`src/include/pl_settings.svh`:
```
// bus, sample and reset widths, reset stretch length and ID constant
`ifndef PL_SETTINGS_SVH
`define PL_SETTINGS_SVH

// local bus
`define PL_DATA_WIDTH 32
`define PL_ADDR_WIDTH 10

// datapath
`define PL_SAMPLE_WIDTH 16

// reset conditioning
`define PL_RESET_STAGES 4
`define PL_RESETN_WIDTH 32

`define PL_ID_VALUE 32'h504c_0a01
`endif

```
`src/lb_pkg.sv`:
```
// local-bus word types and request/response structs
`default_nettype none
`include "pl_settings.svh"

package lb_pkg;

	typedef logic [`PL_ADDR_WIDTH-1:0] lb_addr_t;
	typedef logic [`PL_DATA_WIDTH-1:0] lb_data_t;

	// strobes are single-cycle, never both high
	typedef struct packed {
		logic     wr;
		logic     rd;
		lb_addr_t addr;
		lb_data_t wdata;
	} lb_req_t;

	typedef struct packed {
		logic     rvalid;
		lb_data_t rdata;
	} lb_rsp_t;

endpackage

`default_nettype wire

```
`src/dsp_pkg.sv`:
```
// sample, phase, amplitude and counter types plus the datapath register images
`default_nettype none
`include "pl_settings.svh"

package dsp_pkg;

	typedef logic signed [`PL_SAMPLE_WIDTH-1:0] sample_t;
	typedef logic [31:0] phase_t;
	// amplitude as a fraction of 65536
	typedef logic [15:0] amp_t;
	typedef logic [1:0] shift_t;
	typedef logic [31:0] count_t;
	// magnitude needs one more bit, |-32768| does not fit a sample
	typedef logic [`PL_SAMPLE_WIDTH:0] mag_t;

	typedef struct packed {
		logic   enable;
		phase_t inc;
		amp_t   amp;
	} chan_cfg_t;

	typedef struct packed {
		shift_t shift;
	} mix_cfg_t;

	typedef struct packed {
		count_t sat_count;
		mag_t   peak;
	} mix_stat_t;

endpackage

`default_nettype wire

```
`src/reset_shaper.sv`:
```
// reset stretcher driving the core reset and the wide active-low reset vectors
`timescale 1ns/1ns
`default_nettype none
`include "pl_settings.svh"

module reset_shaper (
	input  wire                         cfgclk,
	input  wire                         rst_n,
	output logic                        core_rst_n,
	output logic [`PL_RESETN_WIDTH-1:0] cfg_resetn,
	output logic [`PL_RESETN_WIDTH-1:0] dsp_resetn
);

	logic [`PL_RESET_STAGES-1:0] stretch;

	// ones shift in while rst_n stays high, msb releases the core
	always_ff @(posedge cfgclk) begin
		if (!rst_n) begin
			stretch <= '0;
		end else begin
			stretch <= {stretch[`PL_RESET_STAGES-2:0], 1'b1};
		end
	end

	assign core_rst_n = stretch[`PL_RESET_STAGES-1];

	// wide copies follow the core reset one cycle later
	always_ff @(posedge cfgclk) begin
		if (!rst_n) begin
			cfg_resetn <= '0;
			dsp_resetn <= '0;
		end else begin
			cfg_resetn <= {`PL_RESETN_WIDTH{core_rst_n}};
			dsp_resetn <= {`PL_RESETN_WIDTH{core_rst_n}};
		end
	end

endmodule

`default_nettype wire

```
`src/ctrl_regfile.sv`:
```
// control register bank on bus 1: ID, enables, channel A setup, saturation readback
`timescale 1ns/1ns
`default_nettype none
`include "pl_settings.svh"

module ctrl_regfile
	import lb_pkg::*, dsp_pkg::*;
(
	input  wire        cfgclk,
	input  wire        rst_n,
	input  lb_req_t    req,
	output lb_rsp_t    rsp,
	output chan_cfg_t  chan_a,
	output logic       enable_b,
	input  mix_stat_t  stat
);

	localparam lb_addr_t ADDR_ID     = 10'h000;
	localparam lb_addr_t ADDR_ENABLE = 10'h001;
	localparam lb_addr_t ADDR_INC_A  = 10'h002;
	localparam lb_addr_t ADDR_AMP_A  = 10'h003;
	localparam lb_addr_t ADDR_SAT    = 10'h004;

	logic [1:0] enables;
	phase_t     inc_a;
	amp_t       amp_a;
	lb_data_t   rd_data;

	// register writes
	always_ff @(posedge cfgclk) begin
		if (!rst_n) begin
			enables <= '0;
			inc_a   <= '0;
			amp_a   <= '0;
		end else if (req.wr) begin
			case (req.addr)
				ADDR_ENABLE: enables <= req.wdata[1:0];
				ADDR_INC_A:  inc_a   <= req.wdata;
				ADDR_AMP_A:  amp_a   <= req.wdata[15:0];
				default: ;
			endcase
		end
	end

	// read mux, unmapped words read zero
	always_comb begin
		rd_data = '0;
		case (req.addr)
			ADDR_ID:     rd_data = `PL_ID_VALUE;
			ADDR_ENABLE: rd_data = {30'd0, enables};
			ADDR_INC_A:  rd_data = inc_a;
			ADDR_AMP_A:  rd_data = {16'd0, amp_a};
			ADDR_SAT:    rd_data = stat.sat_count;
			default:     rd_data = '0;
		endcase
	end

	// one-cycle read response
	always_ff @(posedge cfgclk) begin
		if (!rst_n) begin
			rsp <= '0;
		end else begin
			rsp.rvalid <= req.rd;
			rsp.rdata  <= req.rd ? rd_data : '0;
		end
	end

	assign chan_a.enable = enables[0];
	assign chan_a.inc    = inc_a;
	assign chan_a.amp    = amp_a;
	// channel B enable is forwarded to the DSP bank
	assign enable_b      = enables[1];

endmodule

`default_nettype wire

```
`src/dsp_regfile.sv`:
```
// DSP register bank on bus 2: channel B setup, output shift, peak readback
`timescale 1ns/1ns
`default_nettype none

module dsp_regfile
	import lb_pkg::*, dsp_pkg::*;
(
	input  wire        cfgclk,
	input  wire        rst_n,
	input  lb_req_t    req,
	output lb_rsp_t    rsp,
	input  wire        enable_b,
	output chan_cfg_t  chan_b,
	output mix_cfg_t   mix,
	input  mix_stat_t  stat
);

	localparam lb_addr_t ADDR_INC_B = 10'h000;
	localparam lb_addr_t ADDR_AMP_B = 10'h001;
	localparam lb_addr_t ADDR_SHIFT = 10'h002;
	localparam lb_addr_t ADDR_PEAK  = 10'h003;

	phase_t   inc_b;
	amp_t     amp_b;
	shift_t   shift;
	lb_data_t rd_data;

	always_ff @(posedge cfgclk) begin
		if (!rst_n) begin
			inc_b <= '0;
			amp_b <= '0;
			shift <= '0;
		end else if (req.wr) begin
			case (req.addr)
				ADDR_INC_B: inc_b <= req.wdata;
				ADDR_AMP_B: amp_b <= req.wdata[15:0];
				ADDR_SHIFT: shift <= req.wdata[1:0];
				default: ;
			endcase
		end
	end

	always_comb begin
		rd_data = '0;
		case (req.addr)
			ADDR_INC_B: rd_data = inc_b;
			ADDR_AMP_B: rd_data = {16'd0, amp_b};
			ADDR_SHIFT: rd_data = {30'd0, shift};
			// peak is zero-extended
			ADDR_PEAK:  rd_data = lb_data_t'(stat.peak);
			default:    rd_data = '0;
		endcase
	end

	always_ff @(posedge cfgclk) begin
		if (!rst_n) begin
			rsp <= '0;
		end else begin
			rsp.rvalid <= req.rd;
			rsp.rdata  <= req.rd ? rd_data : '0;
		end
	end

	assign chan_b.enable = enable_b;
	assign chan_b.inc    = inc_b;
	assign chan_b.amp    = amp_b;
	assign mix.shift     = shift;

endmodule

`default_nettype wire

```
`src/tone_channel.sv`:
```
// triangle tone channel: phase accumulator, triangle fold and amplitude scaling
`timescale 1ns/1ns
`default_nettype none

module tone_channel
	import dsp_pkg::*;
(
	input  wire        cfgclk,
	input  wire        core_rst_n,
	input  chan_cfg_t  cfg,
	output sample_t    tone
);

	phase_t             phase;
	logic signed [16:0] tri_w;
	logic signed [16:0] amp_w;
	logic signed [33:0] prod;

	// accumulator, a disabled channel parks at phase zero
	always_ff @(posedge cfgclk) begin
		if (!core_rst_n) begin
			phase <= '0;
		end else if (cfg.enable) begin
			phase <= phase + cfg.inc;
		end else begin
			phase <= '0;
		end
	end

	// fold top 16 phase bits into a triangle
	// rising half spans -32768..32766, falling half 32767..-32767
	always_comb begin
		if (!phase[31]) begin
			tri_w = $signed({1'b0, phase[30:16], 1'b0}) - 17'sd32768;
		end else begin
			tri_w = 17'sd32767 - $signed({1'b0, phase[30:16], 1'b0});
		end
		amp_w = $signed({1'b0, cfg.amp});
		prod  = tri_w * amp_w;
	end

	// product >>> 16 always fits a sample, so bits 31:16 are the result
	// output held at zero while the channel is off
	always_ff @(posedge cfgclk) begin
		if (!core_rst_n) begin
			tone <= '0;
		end else if (cfg.enable) begin
			tone <= prod[31:16];
		end else begin
			tone <= '0;
		end
	end

endmodule

`default_nettype wire

```
`src/mix_combiner.sv`:
```
// two-channel combiner: sum, shift, saturate, saturation counter and peak magnitude
`timescale 1ns/1ns
`default_nettype none

module mix_combiner
	import dsp_pkg::*;
(
	input  wire        cfgclk,
	input  wire        core_rst_n,
	input  sample_t    tone_a,
	input  sample_t    tone_b,
	input  mix_cfg_t   cfg,
	output sample_t    sample_out,
	output mix_stat_t  stat
);

	logic signed [16:0] sum_w;
	logic signed [16:0] shifted_w;
	logic signed [16:0] clip_w;
	logic               sat_w;
	mag_t               mag_w;

	always_comb begin
		sum_w     = tone_a + tone_b;
		shifted_w = sum_w >>> cfg.shift;
		// clamp to the 16-bit signed range
		if (shifted_w > 17'sd32767) begin
			clip_w = 17'sd32767;
			sat_w  = 1'b1;
		end else if (shifted_w < -17'sd32768) begin
			clip_w = -17'sd32768;
			sat_w  = 1'b1;
		end else begin
			clip_w = shifted_w;
			sat_w  = 1'b0;
		end
		// magnitude of the sample about to be registered
		mag_w = (clip_w < 0) ? mag_t'(-clip_w) : mag_t'(clip_w);
	end

	always_ff @(posedge cfgclk) begin
		if (!core_rst_n) begin
			sample_out <= '0;
		end else begin
			sample_out <= clip_w[15:0];
		end
	end

	// status tracks the same cycle as sample_out
	always_ff @(posedge cfgclk) begin
		if (!core_rst_n) begin
			stat <= '0;
		end else begin
			if (sat_w) begin
				stat.sat_count <= stat.sat_count + 1'b1;
			end
			if (mag_w > stat.peak) begin
				stat.peak <= mag_w;
			end
		end
	end

endmodule

`default_nettype wire

```
`src/pl_top.sv`:
```
// top level: register banks, reset shaper, two tone channels and the combiner
`timescale 1ns/1ns
`default_nettype none
`include "pl_settings.svh"

module pl_top
	import lb_pkg::*, dsp_pkg::*;
(
	input  wire                          cfgclk,
	input  wire                          rst_n,
	input  lb_req_t                      lb1_req,
	input  lb_req_t                      lb2_req,
	output lb_rsp_t                      lb1_rsp,
	output lb_rsp_t                      lb2_rsp,
	output sample_t                      sample_out,
	output logic [`PL_RESETN_WIDTH-1:0]  cfg_resetn,
	output logic [`PL_RESETN_WIDTH-1:0]  dsp_resetn
);

	logic      core_rst_n;
	logic      enable_b;
	chan_cfg_t chan_a;
	chan_cfg_t chan_b;
	mix_cfg_t  mix_cfg;
	mix_stat_t stat;
	sample_t   tone_a_w;
	sample_t   tone_b_w;

	reset_shaper u_reset_shaper (
		.cfgclk     (cfgclk),
		.rst_n      (rst_n),
		.core_rst_n (core_rst_n),
		.cfg_resetn (cfg_resetn),
		.dsp_resetn (dsp_resetn)
	);

	// bus 1 carries channel A and the B enable
	ctrl_regfile u_ctrl_regs (
		.cfgclk   (cfgclk),
		.rst_n    (rst_n),
		.req      (lb1_req),
		.rsp      (lb1_rsp),
		.chan_a   (chan_a),
		.enable_b (enable_b),
		.stat     (stat)
	);

	dsp_regfile u_dsp_regs (
		.cfgclk   (cfgclk),
		.rst_n    (rst_n),
		.req      (lb2_req),
		.rsp      (lb2_rsp),
		.enable_b (enable_b),
		.chan_b   (chan_b),
		.mix      (mix_cfg),
		.stat     (stat)
	);

	tone_channel tone_a (
		.cfgclk     (cfgclk),
		.core_rst_n (core_rst_n),
		.cfg        (chan_a),
		.tone       (tone_a_w)
	);

	tone_channel tone_b (
		.cfgclk     (cfgclk),
		.core_rst_n (core_rst_n),
		.cfg        (chan_b),
		.tone       (tone_b_w)
	);

	mix_combiner u_mix (
		.cfgclk     (cfgclk),
		.core_rst_n (core_rst_n),
		.tone_a     (tone_a_w),
		.tone_b     (tone_b_w),
		.cfg        (mix_cfg),
		.sample_out (sample_out),
		.stat       (stat)
	);

endmodule

`default_nettype wire

```
`config.mk`:
```
export PLATFORM = sky130hd
export DESIGN_NAME = pl_top
export DESIGN_NICKNAME = d
export VERILOG_FILES = /design/src/lb_pkg.sv /design/src/dsp_pkg.sv /design/src/reset_shaper.sv /design/src/ctrl_regfile.sv /design/src/dsp_regfile.sv /design/src/tone_channel.sv /design/src/mix_combiner.sv /design/src/pl_top.sv
export VERILOG_INCLUDE_DIRS = /design/src /design/src/include
export SDC_FILE = /design/constraint.sdc
export NUM_CORES = 2
export LEC_CHECK = 0
export BUFFER_PORTS_ARGS = -buffer_cell sky130_fd_sc_hd__buf_2
export CORE_MARGIN = 2
export CORE_UTILIZATION = 31
export CTS_CLUSTER_DIAMETER = 150
export DETAILED_ROUTE_END_ITERATION = 16
export GPL_ROUTABILITY_DRIVEN = 1
export PLACE_DENSITY = 0.47
export SYNTH_ARGS = -nofsm -noshare
export SYNTH_HDL_FRONTEND = slang
export SYNTH_SLANG_ARGS = --single-unit
export TNS_END_PERCENT = 100
```
`constraint.sdc`:
```
create_clock -name cfgclk -period 21.6 [get_ports cfgclk]
set_input_delay 3.24 -clock cfgclk [delete_from_list [all_inputs] [get_ports cfgclk]]
set_output_delay 3.24 -clock cfgclk [all_outputs]
set_load 0.02 [all_outputs]
```
---- Yosys cells after proc, flatten, opt, wreduce, memory -nomap -nowiden ----
Cells that the tools add are included.
word-level totals
  bits in registers ....................... 332
  logic and storage cells ................. 65
cells by class
  $add $sub $neg .......................... 9
  multiply operators ...................... 2
  order comparisons ....................... 4
  eq/ne operators ......................... 7
  shift-type cells ........................ 1
  muxes and demuxes ....................... 10
  reductions and logical operators ........ 12
operator list
  operator                                              count
  case mux 32 bit (5 select lines)                      1
  case mux 32 bit (4 select lines)                      1
  two-way mux 17 bit                                    5
  adder 32 bit                                          2
  multiplier 17 x 17 -> 32 bit                          2
  equality test 10 x 2 -> 1 bit, second input constant  4
  subtractor 15 x 16 -> 17 bit, first input constant    2
  subtractor 16 x 16 -> 17 bit, second input constant   2
  adder 32 x 1 -> 32 bit, second input constant         1
  equality test 10 x 1 -> 1 bit, second input constant  2
  zero test 10 bit                                      2
  AND reduction 2 bit                                   10
  adder 16 x 16 -> 17 bit                               1
  > comparator 17 x 16 -> 1 bit, second input constant  1
  > comparator 17 bit                                   1
  < comparator 17 x 1 -> 1 bit, second input constant   1
  < comparator 17 x 16 -> 1 bit, second input constant  1
  negation 17 bit                                       1
  >>> shifter 17 x 2 -> 17 bit                          1
  equality test 10 x 3 -> 1 bit, second input constant  1
  two-way mux 1 bit                                     3

---- Depth between registers and ports, before layout ----
  depth in word-level cells ............... 8
  mapped depth ............................ 28
  mapped depth without buffers ............ 26

---- Modules after synthesis ----
From an unflattened synthesis, not the netlist that was laid out.
second synthesis, totals
  cell total of the unflattened synthesis .. 4207
  area total of the unflattened synthesis .. 36911.7 um^2
by module, submodules not included
  module                  instances  cells an instance  area each (um^2)
  tone_channel at tone_b  1          1400               12444.4
  tone_channel at tone_a  1          1382               12230.5
  mix_combiner            1          667                5280.1
  dsp_regfile             1          326                3221.8
  ctrl_regfile            1          360                3136.8
  reset_shaper            1          72                 598.1

---- Least setup slack after synthesis ----
OpenSTA, ideal clock, no wires.
  path kind ............................... register to register
  start ................................... register tone_b.phase[31]
  end ..................................... register tone_b.tone[13]
  setup time .............................. 0.128 ns
  data arrival time ....................... 7.461 ns
  required time ........................... 21.472 ns
  setup slack ............................. 14.011 ns
  cell stages (with the launch flop) ...... 27
  period minus slack after synthesis ...... 7.589 ns
  cells stage by stage .................... dfxtp_1 clkbuf_1 clkbuf_1 xor2_1 clkbuf_1 nand2_1 fa_1 inv_1 fa_1 inv_1 fa_1 fa_1 inv_1 fa_1 fa_1 ha_1 a21o_1 a21o_1 a21o_1 a21o_1 a2111oi_0 o21ai_0 o41ai_1 o211ai_1 a21oi_1 xor2_1 nor2_1
on the way
  word-level cells in the longest chain between the ends .. 2
ends and longest elaborated chain
  what                          RTL line            source
  start, declared               tone_channel.sv:14  phase_t phase;
  start signal, assigned        tone_channel.sv:24  phase <= phase + cfg.inc;
  two-way mux 17 bit            tone_channel.sv:33  if (!phase[31]) begin
  multiplier 17 x 17 -> 32 bit  tone_channel.sv:39  prod = tri_w * amp_w;
  end signal, assigned          tone_channel.sv:48  tone <= prod[31:16];
  end, declared                 tone_channel.sv:11  output sample_t tone
No other way between the ends.
A chain may end at the register's enable or synchronous reset.

---- Worst setup path after layout ----
Ends and elaborated chain as after synthesis.

==> flow_summary.json <==
{
  "status": "completed",
  "drc": 0,
  "min_period_ns": 8.200,
  "ir_drop_v": 0.00004777,
  "die_h_um": 342.5,
  "syn-instance-count": 4015,
  "die-area_um2": 117300,
  "path_clk_slew_ns": 0.06,
  "hold_viol_final": 0,
  "drt-total-wl_um": 101100,
  "first_pass_iters": 5,
  "layout.cells.non_filler": 5673,
  "cts_sinks": 332,
  "grt.overflow.total": 0,
  "ys_seq_elements": 332,
  "worstPathRequired_ns": 22.05,
  "start_util_pct": 31.15,
  "cpMostUsedCell": "fa_1",
  "finalMaxSlewViolations": 0,
  "fin_area_um2": 39480,
  "rsz0062_at_grt": "false",
  "post_cts_resized": 0,
  "gp_congestion": 0.8341,
  "path_delay_family": "adder cells",
  "netlist_area_um2": 35520,
  "boundaryPins": 236,
  "yosys_warnings": 0,
  "hold_ws_ns": 0.4354,
  "maxCapViolCount": 0,
  "final_common_cell": "inv_1",
  "hold_class": "reg2reg",
  "synth_area_leaders": "fa_1, dfxtp_1, ha_1",
  "row_count": 124,
  "worstMarginPinSlew_ns": 1.294,
  "grt_use_total_pct": 17.40,
  "fin_worst_skew_ns": 0.02689,
  "h-tree-depth": 2,
  "startpoint_type": "register",
  "relSlewSlack_pct": 12.97,
  "p_leak_nw": 17.66,
  "cts_tree": "built",
  "grt_pass1_wl_um": 159300,
  "dpl_cell_area_um2": 38040,
  "grt_antenna_before_repair": 1,
  "yosysTopAreaCell": "fa_1",
  "ctsHoldBuffers": 0,
  "grt_start_max_net_pins": 65,
  "fin_nets": 4995,
  "final_antenna_net_count": 0,
  "layout_common_cells": "inv_1, nand2_1, fa_1",
  "period_share_pct": 37.96,
  "drtIter0Drc": 1621,
  "vias": 26430,
  "clkLatencyLatePin_ns": 0.61,
  "clockBufferDepth": 3,
  "dp_hpwl_um": 80670,
  "synth_top_flop_cell": "dfxtp_1",
  "synth.net_count": 4881,
  "critical_path_buf_inv_count": 5,
  "place_inst": 5596,
  "seq_area_frac_synth_pct": 18.71,
  "cts_inserted_buffers": 43,
  "grt_pass1_vias": 27110,
  "yosys.cell_types.count": 80,
  "synth_edf_count": 0,
  "power_density_nw_per_um2": 35.43,
  "setup_viol": 0,
  "arrival_ns": 8.65,
  "diodes": 0,
  "area_growth_pct": 11.15,
  "synth_top_area_share_pct": 29.25,
  "core_area_um2": 114000,
  "die_x_um": 342.5,
  "fin_tns_setup_ns": 0,
  "timing_worst_setup_path_type": "reg2reg",
  "synth_area_per_cell_um2": 8.848,
  "power_mw": 1.399,
  "avgRoutedWirePerCell_um": 17.81,
  "post_cts_buffers": 0,
  "drive_gt1_share_pct": 10.12,
  "fmax_mhz": 121.9,
  "critPathSlowestCell": "a2111oi_0",
  "portBuffers": 235,
  "ys_async_sr_fraction_pct": 0,
  "endpoint_kind": "register",
  "path_max_fanout": 30,
  "slowest_delay_ns": 0.88,
  "avgViaCountPerCell": 4.658,
  "cts_root_buffer": "clkbuf_16"
}
## cell families after synthesis
group,count (synthesis),synth area share (%)
DFF,332,18.71
muxes,37,1.250
and+or+nand+nor,1311,17.52
other,1,0.01056
xor gates and xnor gates,164,4.044
adders and majority gates,776,38.30
AOI/OAI and AO/OA,523,10.29
buffers and inverters,871,9.876
## final cells by class
type / instances / area [um2]
repair buffers: 308 / 1727
inverters: 632 / 2372
multi-input cells: 2812 / 25400
fillers: 11970 / 74550
well taps: 1512 / 1892
clock inverters: 14 / 229.0
clock buffers: 63 / 1212
flip-flops and latches: 332 / 6648
## metrics by stage
| stage | setup slack (ns) | util, % |
|---|---|---|
| after CTS | 13.13 | 34.62 |
| after global placement | 13.23 | 33.36 |
| after global routing | 12.70 | 34.62 |
| final | 13.40 | 34.62 |
| after floorplan | 14.01 | - |
| after detailed placement | 13.16 | 33.36 |
## path summary, 6_finish.rpt
| kind | startpoint | to | slack [ns] | cells past startpoint |
|---|---|---|---|---|
| worst max-delay path | tone_b.phase[31] | tone_b.tone[13] | 13.40 | 25 |
| worst min-delay path | u_reset_shaper.stretch[1] | u_reset_shaper.stretch[2] | 0.44 | 1 |
| worst max register to register | tone_b.phase[31] | tone_b.tone[13] | 13.40 | 25 |
| worst min register to register | u_reset_shaper.stretch[1] | u_reset_shaper.stretch[2] | 0.44 | 1 |
## per-layer routing
metal  up-vias  global-route usage (%)  routed length [um]  part of all wire [%]
met5         -                       0                  13                 0.013
met4         2                   3.481                1605                   1.6
met3        87                   2.208                4398                   4.4
met2       502                   26.95               44180                    44
met1     13030                   25.87               50870                    50
li1      12800                       -                   -                     -
## power breakdown
part	total, mW	internal (mW)	switching (mW)
Clock	0.752	0.450	0.302
Sequential	0.614	0.613	0.000766
Combinational	0.0324	0.0133	0.0191
## synthesized netlist by cell type (81+ instances only)
library cell,n
and2_1,283
fa_1,519
nor2_1,202
a21boi_0,113
ha_1,257
dfxtp_1,332
xor2_1,81
nand2_1,568
a21oi_1,86
xnor2_1,83
inv_1,632
clkbuf_1,154
## flip-flops by register name, summed over array words and instances, names as in the netlist
register,cells
tone_a.phase,32
tone_a.tone,16
tone_b.phase,32
tone_b.tone,16
u_ctrl_regs.amp_a,16
u_ctrl_regs.enables,2
u_ctrl_regs.inc_a,32
u_ctrl_regs.rsp,33
u_dsp_regs.amp_b,16
u_dsp_regs.inc_b,32
u_dsp_regs.mix,2
u_dsp_regs.rsp,33
u_mix.sample_out,16
u_mix.stat,49
u_reset_shaper.cfg_resetn,1
u_reset_shaper.stretch,4
Note: power is estimated with default switching activity, not from simulation.
